## src/cpu_config.svh

```systemverilog
`ifndef CPU_CONFIG_SVH
`define CPU_CONFIG_SVH

// ############################################################
// core sizing
// ############################################################
`define WORD_SIZE 16       // data and address width
`define NUM_REGS  4        // general registers
`define RESET_PC  16'h0000 // first fetch address

`endif

```

## src/cpuPkg.sv

```systemverilog
package cpuPkg;

    typedef enum logic [3:0] {
        OP_BNE   = 4'd0,
        OP_BEQ   = 4'd1,
        OP_BGZ   = 4'd2,
        OP_BLZ   = 4'd3,
        OP_ADI   = 4'd4,
        OP_ORI   = 4'd5,
        OP_LHI   = 4'd6,
        OP_LWD   = 4'd7,
        OP_SWD   = 4'd8,
        OP_JMP   = 4'd9,
        OP_JAL   = 4'd10,
        OP_RTYPE = 4'd15
    } opcodeT;

    // codes 0..7 line up with the first eight alu operations
    typedef enum logic [5:0] {
        FN_ADD = 6'd0,
        FN_SUB = 6'd1,
        FN_AND = 6'd2,
        FN_ORR = 6'd3,
        FN_NOT = 6'd4,
        FN_TCP = 6'd5,
        FN_SHL = 6'd6,
        FN_SHR = 6'd7,
        FN_JPR = 6'd25,
        FN_JRL = 6'd26
    } functT;

    typedef enum logic [3:0] {
        ALU_ADD, ALU_SUB, ALU_AND, ALU_ORR,
        ALU_NOT, ALU_TCP, ALU_SHL, ALU_SHR,
        ALU_PASSB, ALU_LHI, ALU_ORI
    } aluOpT;

    typedef enum logic [1:0] {ST_FETCH, ST_EXEC, ST_MEM, ST_WB} cpuStateT;

    typedef struct packed {
        logic  Jump;      // pc from 12-bit target
        logic  Branch;
        logic  MemtoReg;  // writeback from load data
        logic  RegDst;    // rd instead of rt
        logic  RegWrite;
        logic  ALUSrc;    // immediate as operand b
        logic  LinkWrite; // pc+1 into r2
        logic  PcFromReg; // pc from rs
        aluOpT aluOp;
        logic  irLoad;    // fetch in progress
        logic  pcUpdate;
    } ctrlT;

endpackage

```

## src/memReqIf.sv

```systemverilog
`timescale 1ns/1ps
`include "cpu_config.svh"

interface memReqIf;

    logic                  readReq;
    logic                  writeReq;
    logic [`WORD_SIZE-1:0] address;
    logic [`WORD_SIZE-1:0] writeData;
    logic [`WORD_SIZE-1:0] readData;
    logic                  done;

    modport requester (
        output readReq, writeReq, address, writeData,
        input  readData, done
    );

    modport port (
        input  readReq, writeReq, address, writeData,
        output readData, done
    );

endinterface

```

## src/memPort.sv

```systemverilog
`timescale 1ns/1ps
`include "cpu_config.svh"

module memPort (
    input  logic                  clk,
    input  logic                  rstN,
    memReqIf.port                 mem,
    output logic                  readM,
    output logic                  writeM,
    output logic [`WORD_SIZE-1:0] address,
    output logic [`WORD_SIZE-1:0] dataOut,
    input  logic [`WORD_SIZE-1:0] dataIn,
    input  logic                  inputReady,
    input  logic                  ackOutput
);

    logic readDone;
    logic writeDone;

    assign readDone  = readM && inputReady;
    assign writeDone = writeM && ackOutput;

    always_ff @(posedge clk) begin
        if (!rstN) begin
            readM    <= 1'b0;
            writeM   <= 1'b0;
            mem.done <= 1'b0;
        end else begin
            mem.done <= readDone || writeDone; // one cycle after the response
            if (mem.readReq) readM <= 1'b1;
            else if (readDone) readM <= 1'b0;
            if (mem.writeReq) writeM <= 1'b1;
            else if (writeDone) writeM <= 1'b0;
        end
    end

    always_ff @(posedge clk) begin
        if (mem.readReq || mem.writeReq) address <= mem.address;
        if (mem.writeReq) dataOut <= mem.writeData;
        if (readDone) mem.readData <= dataIn;
    end

    // ############################################################
    // bus checks
    // ############################################################
    assert property (@(posedge clk) disable iff (!rstN)
        (readM || writeM) && !(readDone || writeDone) |=> $stable(address) && $stable(dataOut));

    assert property (@(posedge clk) disable iff (!rstN)
        (readM || writeM || mem.done) |-> !(mem.readReq || mem.writeReq));

endmodule

```

## src/regFile.sv

```systemverilog
`timescale 1ns/1ps
`include "cpu_config.svh"

module regFile (
    input  logic                          clk,
    input  logic                          rstN,
    input  logic [$clog2(`NUM_REGS)-1:0]  readAddr1,
    input  logic [$clog2(`NUM_REGS)-1:0]  readAddr2,
    input  logic [$clog2(`NUM_REGS)-1:0]  writeAddr,
    input  logic [`WORD_SIZE-1:0]         writeData,
    input  logic                          writeEnable,
    output logic [`WORD_SIZE-1:0]         readData1,
    output logic [`WORD_SIZE-1:0]         readData2
);

    logic [`WORD_SIZE-1:0] regs [`NUM_REGS];

    assign readData1 = regs[readAddr1]; // combinational reads
    assign readData2 = regs[readAddr2];

    always_ff @(posedge clk) begin
        if (!rstN) begin
            for (int i = 0; i < `NUM_REGS; i++) begin
                regs[i] <= '0;
            end
        end else if (writeEnable) begin
            regs[writeAddr] <= writeData;
        end
    end

endmodule

```

## src/alu.sv

```systemverilog
`timescale 1ns/1ps
`include "cpu_config.svh"

module alu (
    input  logic [`WORD_SIZE-1:0] a,
    input  logic [`WORD_SIZE-1:0] b,
    input  cpuPkg::aluOpT         op,
    output logic [`WORD_SIZE-1:0] result,
    output logic                  equal,
    output logic                  positive,
    output logic                  negative
);

    import cpuPkg::*;

    localparam int HALF = `WORD_SIZE / 2;

    always_comb begin
        case (op)
            ALU_ADD:   result = a + b; // wraps
            ALU_SUB:   result = a - b;
            ALU_AND:   result = a & b;
            ALU_ORR:   result = a | b;
            ALU_NOT:   result = ~a;
            ALU_TCP:   result = ~a + 1'b1;
            ALU_SHL:   result = {a[`WORD_SIZE-2:0], 1'b0};
            ALU_SHR:   result = {a[`WORD_SIZE-1], a[`WORD_SIZE-1:1]}; // arithmetic
            ALU_PASSB: result = b;
            ALU_LHI:   result = {b[HALF-1:0], {HALF{1'b0}}};
            ALU_ORI:   result = a | {{HALF{1'b0}}, b[HALF-1:0]}; // zero-extended imm
            default:   result = '0;
        endcase
    end

    // ############################################################
    // branch compare flags on operand a
    // ############################################################
    assign equal    = (a == b);
    assign negative = a[`WORD_SIZE-1];
    assign positive = !a[`WORD_SIZE-1] && (a != '0);

endmodule

```

## src/controlUnit.sv

```systemverilog
`timescale 1ns/1ps

module controlUnit (
    input  logic            clk,
    input  logic            rstN,
    input  cpuPkg::opcodeT  opcode,
    input  cpuPkg::functT   funct,
    output cpuPkg::ctrlT    ctrl,
    memReqIf.requester      mem
);

    import cpuPkg::*;

    cpuStateT state;
    logic     reqSent; // request out and awaiting done
    logic     isMemOp;

    assign isMemOp = (opcode == OP_LWD) || (opcode == OP_SWD);

    assign mem.readReq  = !reqSent && ((state == ST_FETCH)
                          || (state == ST_MEM && opcode == OP_LWD));
    assign mem.writeReq = !reqSent && state == ST_MEM && opcode == OP_SWD;

    always_ff @(posedge clk) begin
        if (!rstN) begin
            state   <= ST_FETCH;
            reqSent <= 1'b0;
        end else begin
            if (mem.readReq || mem.writeReq) reqSent <= 1'b1;
            else if (mem.done) reqSent <= 1'b0;
            case (state)
                ST_FETCH: if (mem.done) state <= ST_EXEC;
                ST_EXEC:  state <= isMemOp ? ST_MEM : ST_FETCH;
                ST_MEM:   if (mem.done) state <= (opcode == OP_LWD) ? ST_WB : ST_FETCH;
                default:  state <= ST_FETCH;
            endcase
        end
    end

    // ############################################################
    // control word per state
    // ############################################################
    always_comb begin
        ctrl = '0;
        ctrl.aluOp = ALU_PASSB;
        case (state)
            ST_FETCH: ctrl.irLoad = 1'b1;
            ST_EXEC: begin
                ctrl.pcUpdate = 1'b1;
                case (opcode)
                    OP_BNE, OP_BEQ, OP_BGZ, OP_BLZ: ctrl.Branch = 1'b1;
                    OP_ADI, OP_ORI, OP_LHI: begin
                        ctrl.ALUSrc   = 1'b1;
                        ctrl.RegWrite = 1'b1;
                        ctrl.aluOp    = (opcode == OP_ADI) ? ALU_ADD :
                                        (opcode == OP_ORI) ? ALU_ORI : ALU_LHI;
                    end
                    OP_JMP: ctrl.Jump = 1'b1;
                    OP_JAL: begin
                        ctrl.Jump      = 1'b1;
                        ctrl.LinkWrite = 1'b1;
                        ctrl.RegWrite  = 1'b1;
                    end
                    OP_RTYPE: begin
                        case (funct)
                            FN_JPR: ctrl.PcFromReg = 1'b1;
                            FN_JRL: begin
                                ctrl.PcFromReg = 1'b1;
                                ctrl.LinkWrite = 1'b1;
                                ctrl.RegWrite  = 1'b1;
                            end
                            FN_ADD, FN_SUB, FN_AND, FN_ORR,
                            FN_NOT, FN_TCP, FN_SHL, FN_SHR: begin
                                ctrl.RegDst   = 1'b1;
                                ctrl.RegWrite = 1'b1;
                                ctrl.aluOp    = aluOpT'(funct[3:0]);
                            end
                            default: ;
                        endcase
                    end
                    default: ; // unused codes fall through to pc+1
                endcase
            end
            ST_MEM: begin
                ctrl.ALUSrc = 1'b1; // rs + imm
                ctrl.aluOp  = ALU_ADD;
            end
            default: begin
                ctrl.RegWrite = 1'b1;
                ctrl.MemtoReg = 1'b1;
            end
        endcase
    end

    // done only answers a request still outstanding
    assert property (@(posedge clk) disable iff (!rstN) mem.done |-> reqSent);

endmodule

```

## src/datapath.sv

```systemverilog
`timescale 1ns/1ps
`include "cpu_config.svh"

module datapath (
    input  logic            clk,
    input  logic            rstN,
    input  cpuPkg::ctrlT    ctrl,
    output cpuPkg::opcodeT  opcode,
    output cpuPkg::functT   funct,
    memReqIf.requester      mem
);

    import cpuPkg::*;

    logic [`WORD_SIZE-1:0] pc;
    logic [`WORD_SIZE-1:0] ir;
    logic [`WORD_SIZE-1:0] mdr; // load data held for writeback
    logic [`WORD_SIZE-1:0] pcPlus1;
    logic [`WORD_SIZE-1:0] nextPc;
    logic [`WORD_SIZE-1:0] immExt;
    logic [`WORD_SIZE-1:0] rsData;
    logic [`WORD_SIZE-1:0] rtData;
    logic [`WORD_SIZE-1:0] aluB;
    logic [`WORD_SIZE-1:0] aluResult;
    logic [`WORD_SIZE-1:0] wbData;
    logic [1:0]            rs;
    logic [1:0]            rt;
    logic [1:0]            rd;
    logic [1:0]            writeReg;
    logic                  aluEqual;
    logic                  aluPositive;
    logic                  aluNegative;
    logic                  branchTaken;

    // ############################################################
    // instruction fields
    // ############################################################
    assign opcode   = opcodeT'(ir[15:12]);
    assign funct    = functT'(ir[5:0]);
    assign rs       = ir[11:10];
    assign rt       = ctrl.LinkWrite ? 2'd2 : ir[9:8]; // link goes to r2
    assign rd       = ir[7:6];
    assign writeReg = ctrl.RegDst ? rd : rt;
    assign immExt   = {{8{ir[7]}}, ir[7:0]};

    assign aluB    = ctrl.ALUSrc ? immExt : rtData;
    assign pcPlus1 = pc + 1'b1;
    assign wbData  = ctrl.LinkWrite ? pcPlus1 : (ctrl.MemtoReg ? mdr : aluResult);

    regFile regs (
        .clk         (clk),
        .rstN        (rstN),
        .readAddr1   (rs),
        .readAddr2   (rt),
        .writeAddr   (writeReg),
        .writeData   (wbData),
        .writeEnable (ctrl.RegWrite),
        .readData1   (rsData),
        .readData2   (rtData)
    );

    alu aluUnit (
        .a        (rsData),
        .b        (aluB),
        .op       (ctrl.aluOp),
        .result   (aluResult),
        .equal    (aluEqual),
        .positive (aluPositive),
        .negative (aluNegative)
    );

    always_comb begin
        case (opcode)
            OP_BNE:  branchTaken = !aluEqual;
            OP_BEQ:  branchTaken = aluEqual;
            OP_BGZ:  branchTaken = aluPositive;
            OP_BLZ:  branchTaken = aluNegative;
            default: branchTaken = 1'b0;
        endcase
    end

    always_comb begin
        if (ctrl.PcFromReg) nextPc = rsData;
        else if (ctrl.Jump) nextPc = {pc[`WORD_SIZE-1 -: 4], ir[11:0]};
        else if (ctrl.Branch && branchTaken) nextPc = pcPlus1 + immExt;
        else nextPc = pcPlus1;
    end

    // fetch address in FETCH, rs + imm otherwise
    assign mem.address   = ctrl.irLoad ? pc : aluResult;
    assign mem.writeData = rtData;

    always_ff @(posedge clk) begin
        if (!rstN) begin
            pc <= `RESET_PC;
            ir <= '0;
        end else begin
            if (ctrl.pcUpdate) pc <= nextPc;
            if (ctrl.irLoad && mem.done) ir <= mem.readData;
        end
    end

    always_ff @(posedge clk) begin
        if (mem.done) mdr <= mem.readData;
    end

endmodule

```

## src/tscCpu.sv

```systemverilog
`timescale 1ns/1ps
`include "cpu_config.svh"

module tscCpu (
    input  logic                  clk,
    input  logic                  rstN,
    output logic                  readM,
    output logic                  writeM,
    output logic [`WORD_SIZE-1:0] address,
    output logic [`WORD_SIZE-1:0] dataOut,
    input  logic [`WORD_SIZE-1:0] dataIn,
    input  logic                  inputReady,
    input  logic                  ackOutput
);

    import cpuPkg::*;

    opcodeT opcode;
    functT  funct;
    ctrlT   ctrl;

    memReqIf memBus ();

    controlUnit ctrlUnit (
        .clk    (clk),
        .rstN   (rstN),
        .opcode (opcode),
        .funct  (funct),
        .ctrl   (ctrl),
        .mem    (memBus.requester)
    );

    datapath dp (
        .clk    (clk),
        .rstN   (rstN),
        .ctrl   (ctrl),
        .opcode (opcode),
        .funct  (funct),
        .mem    (memBus.requester)
    );

    memPort port (
        .clk        (clk),
        .rstN       (rstN),
        .mem        (memBus.port),
        .readM      (readM),
        .writeM     (writeM),
        .address    (address),
        .dataOut    (dataOut),
        .dataIn     (dataIn),
        .inputReady (inputReady),
        .ackOutput  (ackOutput)
    );

endmodule

```

## config.mk

```make
export PLATFORM = sky130hd
export DESIGN_NAME = tscCpu
export DESIGN_NICKNAME = d
export VERILOG_FILES = /design/src/cpuPkg.sv /design/src/memReqIf.sv /design/src/memPort.sv /design/src/regFile.sv /design/src/alu.sv /design/src/controlUnit.sv /design/src/datapath.sv /design/src/tscCpu.sv
export VERILOG_INCLUDE_DIRS = /design/src
export SDC_FILE = /design/constraint.sdc
export NUM_CORES = 1
export LEC_CHECK = 0
export BUFFER_PORTS_ARGS = -buffer_cell sky130_fd_sc_hd__buf_2
export CAP_MARGIN = 10
export CORE_MARGIN = 5
export CORE_UTILIZATION = 45
export DETAILED_ROUTE_END_ITERATION = 8
export SYNTH_ARGS = -nofsm -noshare
export SYNTH_HDL_FRONTEND = slang
export SYNTH_SLANG_ARGS = --single-unit
export TNS_END_PERCENT = 100
```

## constraint.sdc

```tcl
create_clock -name clk -period 9.1 [get_ports clk]
set_clock_uncertainty 0.05 [all_clocks]
set_input_delay 0.455 -clock clk [delete_from_list [all_inputs] [get_ports clk]]
set_output_delay 0.455 -clock clk [all_outputs]
set_load 0.1 [all_outputs]
```

# Word-level counts from Yosys, hierarchy flattened
# Memory sizes are Yosys's and may differ from the RTL's. A register that Yosys moved wholly into a read port is not among the register bits.
# Index checks and enable logic that the tools add are counted.
# word_totals
regBits	102
mem_bits_rw	64
inputBits	20
output_inout_bits	34
elab_cells	148
n_memories	1
# op_classes
add_sub_neg	5
n_eq_ne	36
n_mux	54
bitwise	4
reduce_logical	36
# memory_table
memory	depth	word_bits	rd	rd_clocked_by_memory_dff	wr	line	rtl
dp.regs.regs	4	16	2	1	4	regFile.sv:16	logic [`WORD_SIZE-1:0] regs [`NUM_REGS];
# op_table
op	n
$pmux W16 S11	1
$mux W16	8
$add A16 B1 Y16 const B	2
$add A16 B16 Y16	2
$eq A4 B3 Y1 const B	8
$eq A4 B4 Y1 const B	7
$eq A6 B3 Y1 const B	4
$mux W2	12
$mux W1	23
$and A16 B16 Y16	1
$eq A16 B16 Y1	1
$eq A4 B2 Y1 const B	4
$not A16 Y16	1
$or A16 B16 Y16	1
$or A16 B8 Y16	1
$pmux W4 S2	2
$reduce_bool A16 Y1	1
$reduce_or A16 Y1	1
$sub A16 B16 Y16	1
$eq A6 B2 Y1 const B	2
$eq A6 B5 Y1 const B	2
$logic_and A1 B1 Y1	9
$reduce_or A9 Y1	1
$eq A4 B1 Y1 const B	2
other kinds (20)	38

# Depth between registers and ports, before layout
# An unclocked memory read counts as a cell.
# logic_depth
ltp_word	15
mapped_depth	26

# Worst setup path after synthesis
# OpenSTA, ideal clock, no wires.
# synth_timing
path_type	register to register
start	reg ctrlUnit.state[1]
end	mem dp.regs.regs[0][12] (netlist bit) (data pin)
setup_time_ns	0.265
arrival_ns	4.625
t_required_ns	8.785
path_slack_ns	4.160
path_stages_with_launch	21
path_buffers	1
path_cell_list	dfxtp_1 > inv_1 > ha_1 > buf_2 > and4b_1 > and4_1 > nor3_1 > nand2_1 > o211a_1 > mux2_2 > ha_1 > fa_1 > a211oi_1 > o21bai_1 > a31o_2 > a21oi_1 > o221ai_1 > a21bo_2 > o41ai_1 > o21a_1 > nor2_1
# synth_lines
item	line	rtl
start: declaration	controlUnit.sv:14	cpuStateT state;
start signal: assignment	controlUnit.sv:33	ST_EXEC: state <= isMemOp ? ST_MEM : ST_FETCH;
start signal: assignment	controlUnit.sv:34	ST_MEM: if (mem.done) state <= (opcode == OP_LWD) ? ST_WB : ST_FETCH;
end: declaration	regFile.sv:16	

==> implementation parameters <==
Parameter                              Value

CTS
  Clock tree sinks ... 168
  Clock-pin transition on the worst setup and hold timing paths ... 0.09 ns
  Number of buffers created by CTS ... 17
  Count of instances resized after the clock tree is built ... 0
  CTS Hold Buffers Added ... 0
  Root Buffer Master ... sky130_fd_sc_hd__clkbuf_16
  Post-CTS setup-driven buffer insertion count ... 0
  Clock tree from TritonCTS ... built
  Number of H-tree levels ... 4
  Worst-skew pair later-pin latency ... 0.44 ns
  CTS Buffer Depth ... 2

STA
  Final setup violation count ... 0
  Final Slew Violations ... 0
  Final worst path period share ... 0.748
  Count of final hold-check violations ... 0
  Actual slew at the worst max-slew pin ... approximately 1.2 ns
  TNS Setup ... 0 ns
  Setup repair after global routing missed its margin ... no
  Worst slew margin relative to its limit ... 0.213
  Tmin final ... 6.81 ns
  Fmax ... approximately 150 MHz

Critical path
  Kind of start point of the critical path ... register
  Kind of critical path ... register to register
  Max incr delay on CP ... 0.72 ns
  CP Data Required Time ... 9.21 ns
  Endpoint arrival time on the critical path ... 6.92 ns
  Category of the worst setup path capture point ... register
  Slowest library cell on the worst path ... sky130_fd_sc_hd__o21ai_0
  Number of buffers and inverters on the critical path ... 4
  CP delay by family, top ... compound AO/OA/AOI/OAI gates
  Critical-path cell list ... inv_1 > ha_1 > buf_4 > and4b_1 > and4_1 > nor2_2 > buf_4 > o221ai_1 > mux2i_1 > inv_1 > ha_1 > nor3_1 > nor3_1 > a221o_1 > o41ai_1 > o221ai_1 > o21ai_0 > nand2_1 > o21ai_0 > nor2_1
  Largest fanout on the critical path ... 37

Final layout
  Multi-input logic area ... 7330 um^2
  Area added between synthesis and finish ... 9.47%
  Post-route cell area ... 13800 um^2
  Proportion of layout cells with a drive suffix above 1 ... 0.110
  Fill cells ... 2666
  Area taken by flip-flops and latches ... ~4600 um^2
  Final-stage net count ... 1527

Route
  Routed WL ... 48200 um
  Final routed wire length divided by cell count ... 26.4 um
  Number of nets with antenna violations after detailed routing ... 0
  Ratio of routed vias to standard cells ... ~6.5
  Pre-antenna DRT Iters ... 6
  Number of remaining DRC errors ... 0
  Initial detailed-routing violation count ... 1900
  Detailed-route via count ... 11900

Global route
  Initial antenna violation count ... 0
  Global route hottest layer ... met2
  Final global-route overflow total ... 0
  Gr usage total ... 0.303
  Maximum number of pins on one net before global-route repair ... 46
  Via count of the first global-routing pass ... 11100
  M2 GR Usage ... 0.457
  Global-route wire length before repair ... 71500 um
  Global-route track usage on met3 ... 0.0822
  Met1 layer usage reported by global route ... 0.409

Synthesis
  Cell taking the most area after synthesis ... sky130_fd_sc_hd__edfxtp_1
  Count of flip-flops with a built-in enable after synthesis ... 128
  Post-Synthesis Cells ... 1423
  Leading post-synthesis cells by instance count ... sky130_fd_sc_hd__nor2_1, sky130_fd_sc_hd__nand2_1, sky130_fd_sc_hd__edfxtp_1
  Netlist area before placement ... between 10000 and 15000 um^2
  Ranking of synthesized cells by area ... sky130_fd_sc_hd__edfxtp_1, sky130_fd_sc_hd__ha_1, sky130_fd_sc_hd__dfxtp_1
  Post-synth ARST share ... 0
  Post-Synthesis Mean Instance Area ... 8.86 um^2
  Post-synth cell types ... 85
  Most frequent cell after synthesis ... sky130_fd_sc_hd__nor2_1
  Synthesized net count ... between 1500 and 2000
  Number of warning messages in the yosys log ... 0
  Share of the yosys chip area belonging to registers ... 0.368
  Area fraction of the dominant cell type after synthesis ... 0.305
  Primary flip-flop cell chosen by synthesis mapping ... sky130_fd_sc_hd__edfxtp_1
  #FFs+latches synth ... 168

Place
  Post-DP HPWL ... 36000 um
  Area of placed instances ... 13200 um^2
  Routability congestion estimate ... roughly 1.0
  Port-buffer cells ... 53

Floorplan
  Chip height ... about 180 um
  Die ar. ... roughly 31000 um^2
  Number of placement rows ... 61
  Floorplan die width ... between 150 and 200 um
  Effective utilization at floorplan ... 0.455
  Top Ports ... 54
  Core Footprint ... around 28000 um^2

Flow run
  Count of max-cap constraint violations ... 0

Power and ir drop
  Leakage dissipation ... 5.24 nW
  Peak VDD IR ... between 0.0001 and 0.00015 V
  PwrDens ... 225 nW/um^2

Status
  Result of the run ... completed

Hold path
  Min-Delay Path Class ... input pin to register
-- layer usage --
layer	up-vias	part of all wire
li1	5321	-
met1	5640	0.40
met2	802	0.43
met3	159	0.12
met4	0	0.051
met5	-	0
-- per-stage QoR --
stage	worst slack (ns)	utilization	power, mW	cells	hold WS, ns
after floorplan	4.16	-	1.91	1423	0.376
after CTS	2.51	0.498	3.07	1824	0.114
after detailed placement	2.54	0.476	2.30	1792	0.388
after global placement	2.37	0.475	2.31	1791	0.383
final	2.29	0.498	3.10	1825	0.127
after global routing	2.06	0.498	3.23	1824	0.108
-- path summary, 6_finish.rpt --
| path | startpoint | to | slack (ns) | cells past startpoint |
|---|---|---|---|---|
| max | ctrlUnit.state[1] | dp.regs.regs[0][9] | 2.29 | 20 |
| min | dataIn[1] | port.mem.readData[1] | 0.13 | 1 |
| min reg2reg | port.mem.readData[4] | dp.mdr[4] | 0.40 | 0 |
| max reg2reg | ctrlUnit.state[1] | dp.regs.regs[0][9] | 2.29 | 20 |
-- cell families (layout without fill, tap and decap cells) --
group                      after synthesis  after routing  synth area share
adders and majority gates               74             74            0.0752
other                                    0              1                 0
muxes                                   48             48            0.0559
xor gates and xnor gates                46             46            0.0320
buffers and inverters                  164            187            0.0513
and+or+nand+nor                        515            515             0.194
AOI/OAI and AO/OA                      408            408             0.223
DFF                                    168            168             0.368
-- worst reg2reg max path: cells and delay by family, from the launching register on --
family | cells | cell delay, ns
buf+inv | 4 | 0.88
fa+ha+maj | 2 | 0.57
flops | 1 | 0.40
simple gates | 7 | 1.54
compound gates | 6 | 2.67
mux | 1 | 0.43
-- layout by cell type (no fill, tap or decap), drive strengths merged, types with 8 or more instances in the layout --
cell type	n
a221oi	15
ha	71
a21oi	83
edfxtp	128
o221ai	8
nor4	11
o22ai	8
or3	11
a221o	9
and3	17
xnor2	33
inv	84
nor2b	18
o31ai	10
clkinv	10
a31oi	29
clkbuf	17
and2	12
o21a	12
nand2	138
nor3	45
dfxtp	40
nand2b	11
mux4	17
o21ai	79
nand3	36
nand4	20
o211ai	22
nor2	165
a21boi	20
a21o	19
xor2	13
a211oi	12
buf	76
mux2	9
mux2i	22
-- report_power, final --
part / internal (mW) / total, mW / switching (mW)
clock network: 0.378 / 0.766 / 0.388
registers: 0.926 / 0.983 / 0.0568
logic: 0.379 / 1.35 / 0.973
total: 1.68 / 3.10 / 1.42
-- registers in the layout (all words and copies together) (netlist names), named ones only --
name,flops
dp.mdr,16
dp.pc,16
port.readM,1
ctrlUnit.state,2
port.writeM,1
dp.regs.regs,64
port.address,16
dp.ir,16
port.dataOut,16
port.mem.readData,16
ctrlUnit.reqSent,1
port.mem.done,1
-- final cells by class --
| class | count | area share |
|---|---|---|
| sequential | 168 | 0.337 |
| clock buffer | 17 | 0.0308 |
| antenna | 1 | 0.000181 |
| timing repair buffer | 76 | 0.0316 |
| clock inverter | 15 | 0.0141 |
| inverter | 79 | 0.0215 |
| multi-input combinational | 1091 | 0.531 |
| tap | 378 | 0.0343 |
(Power assumes the default switching activity.)
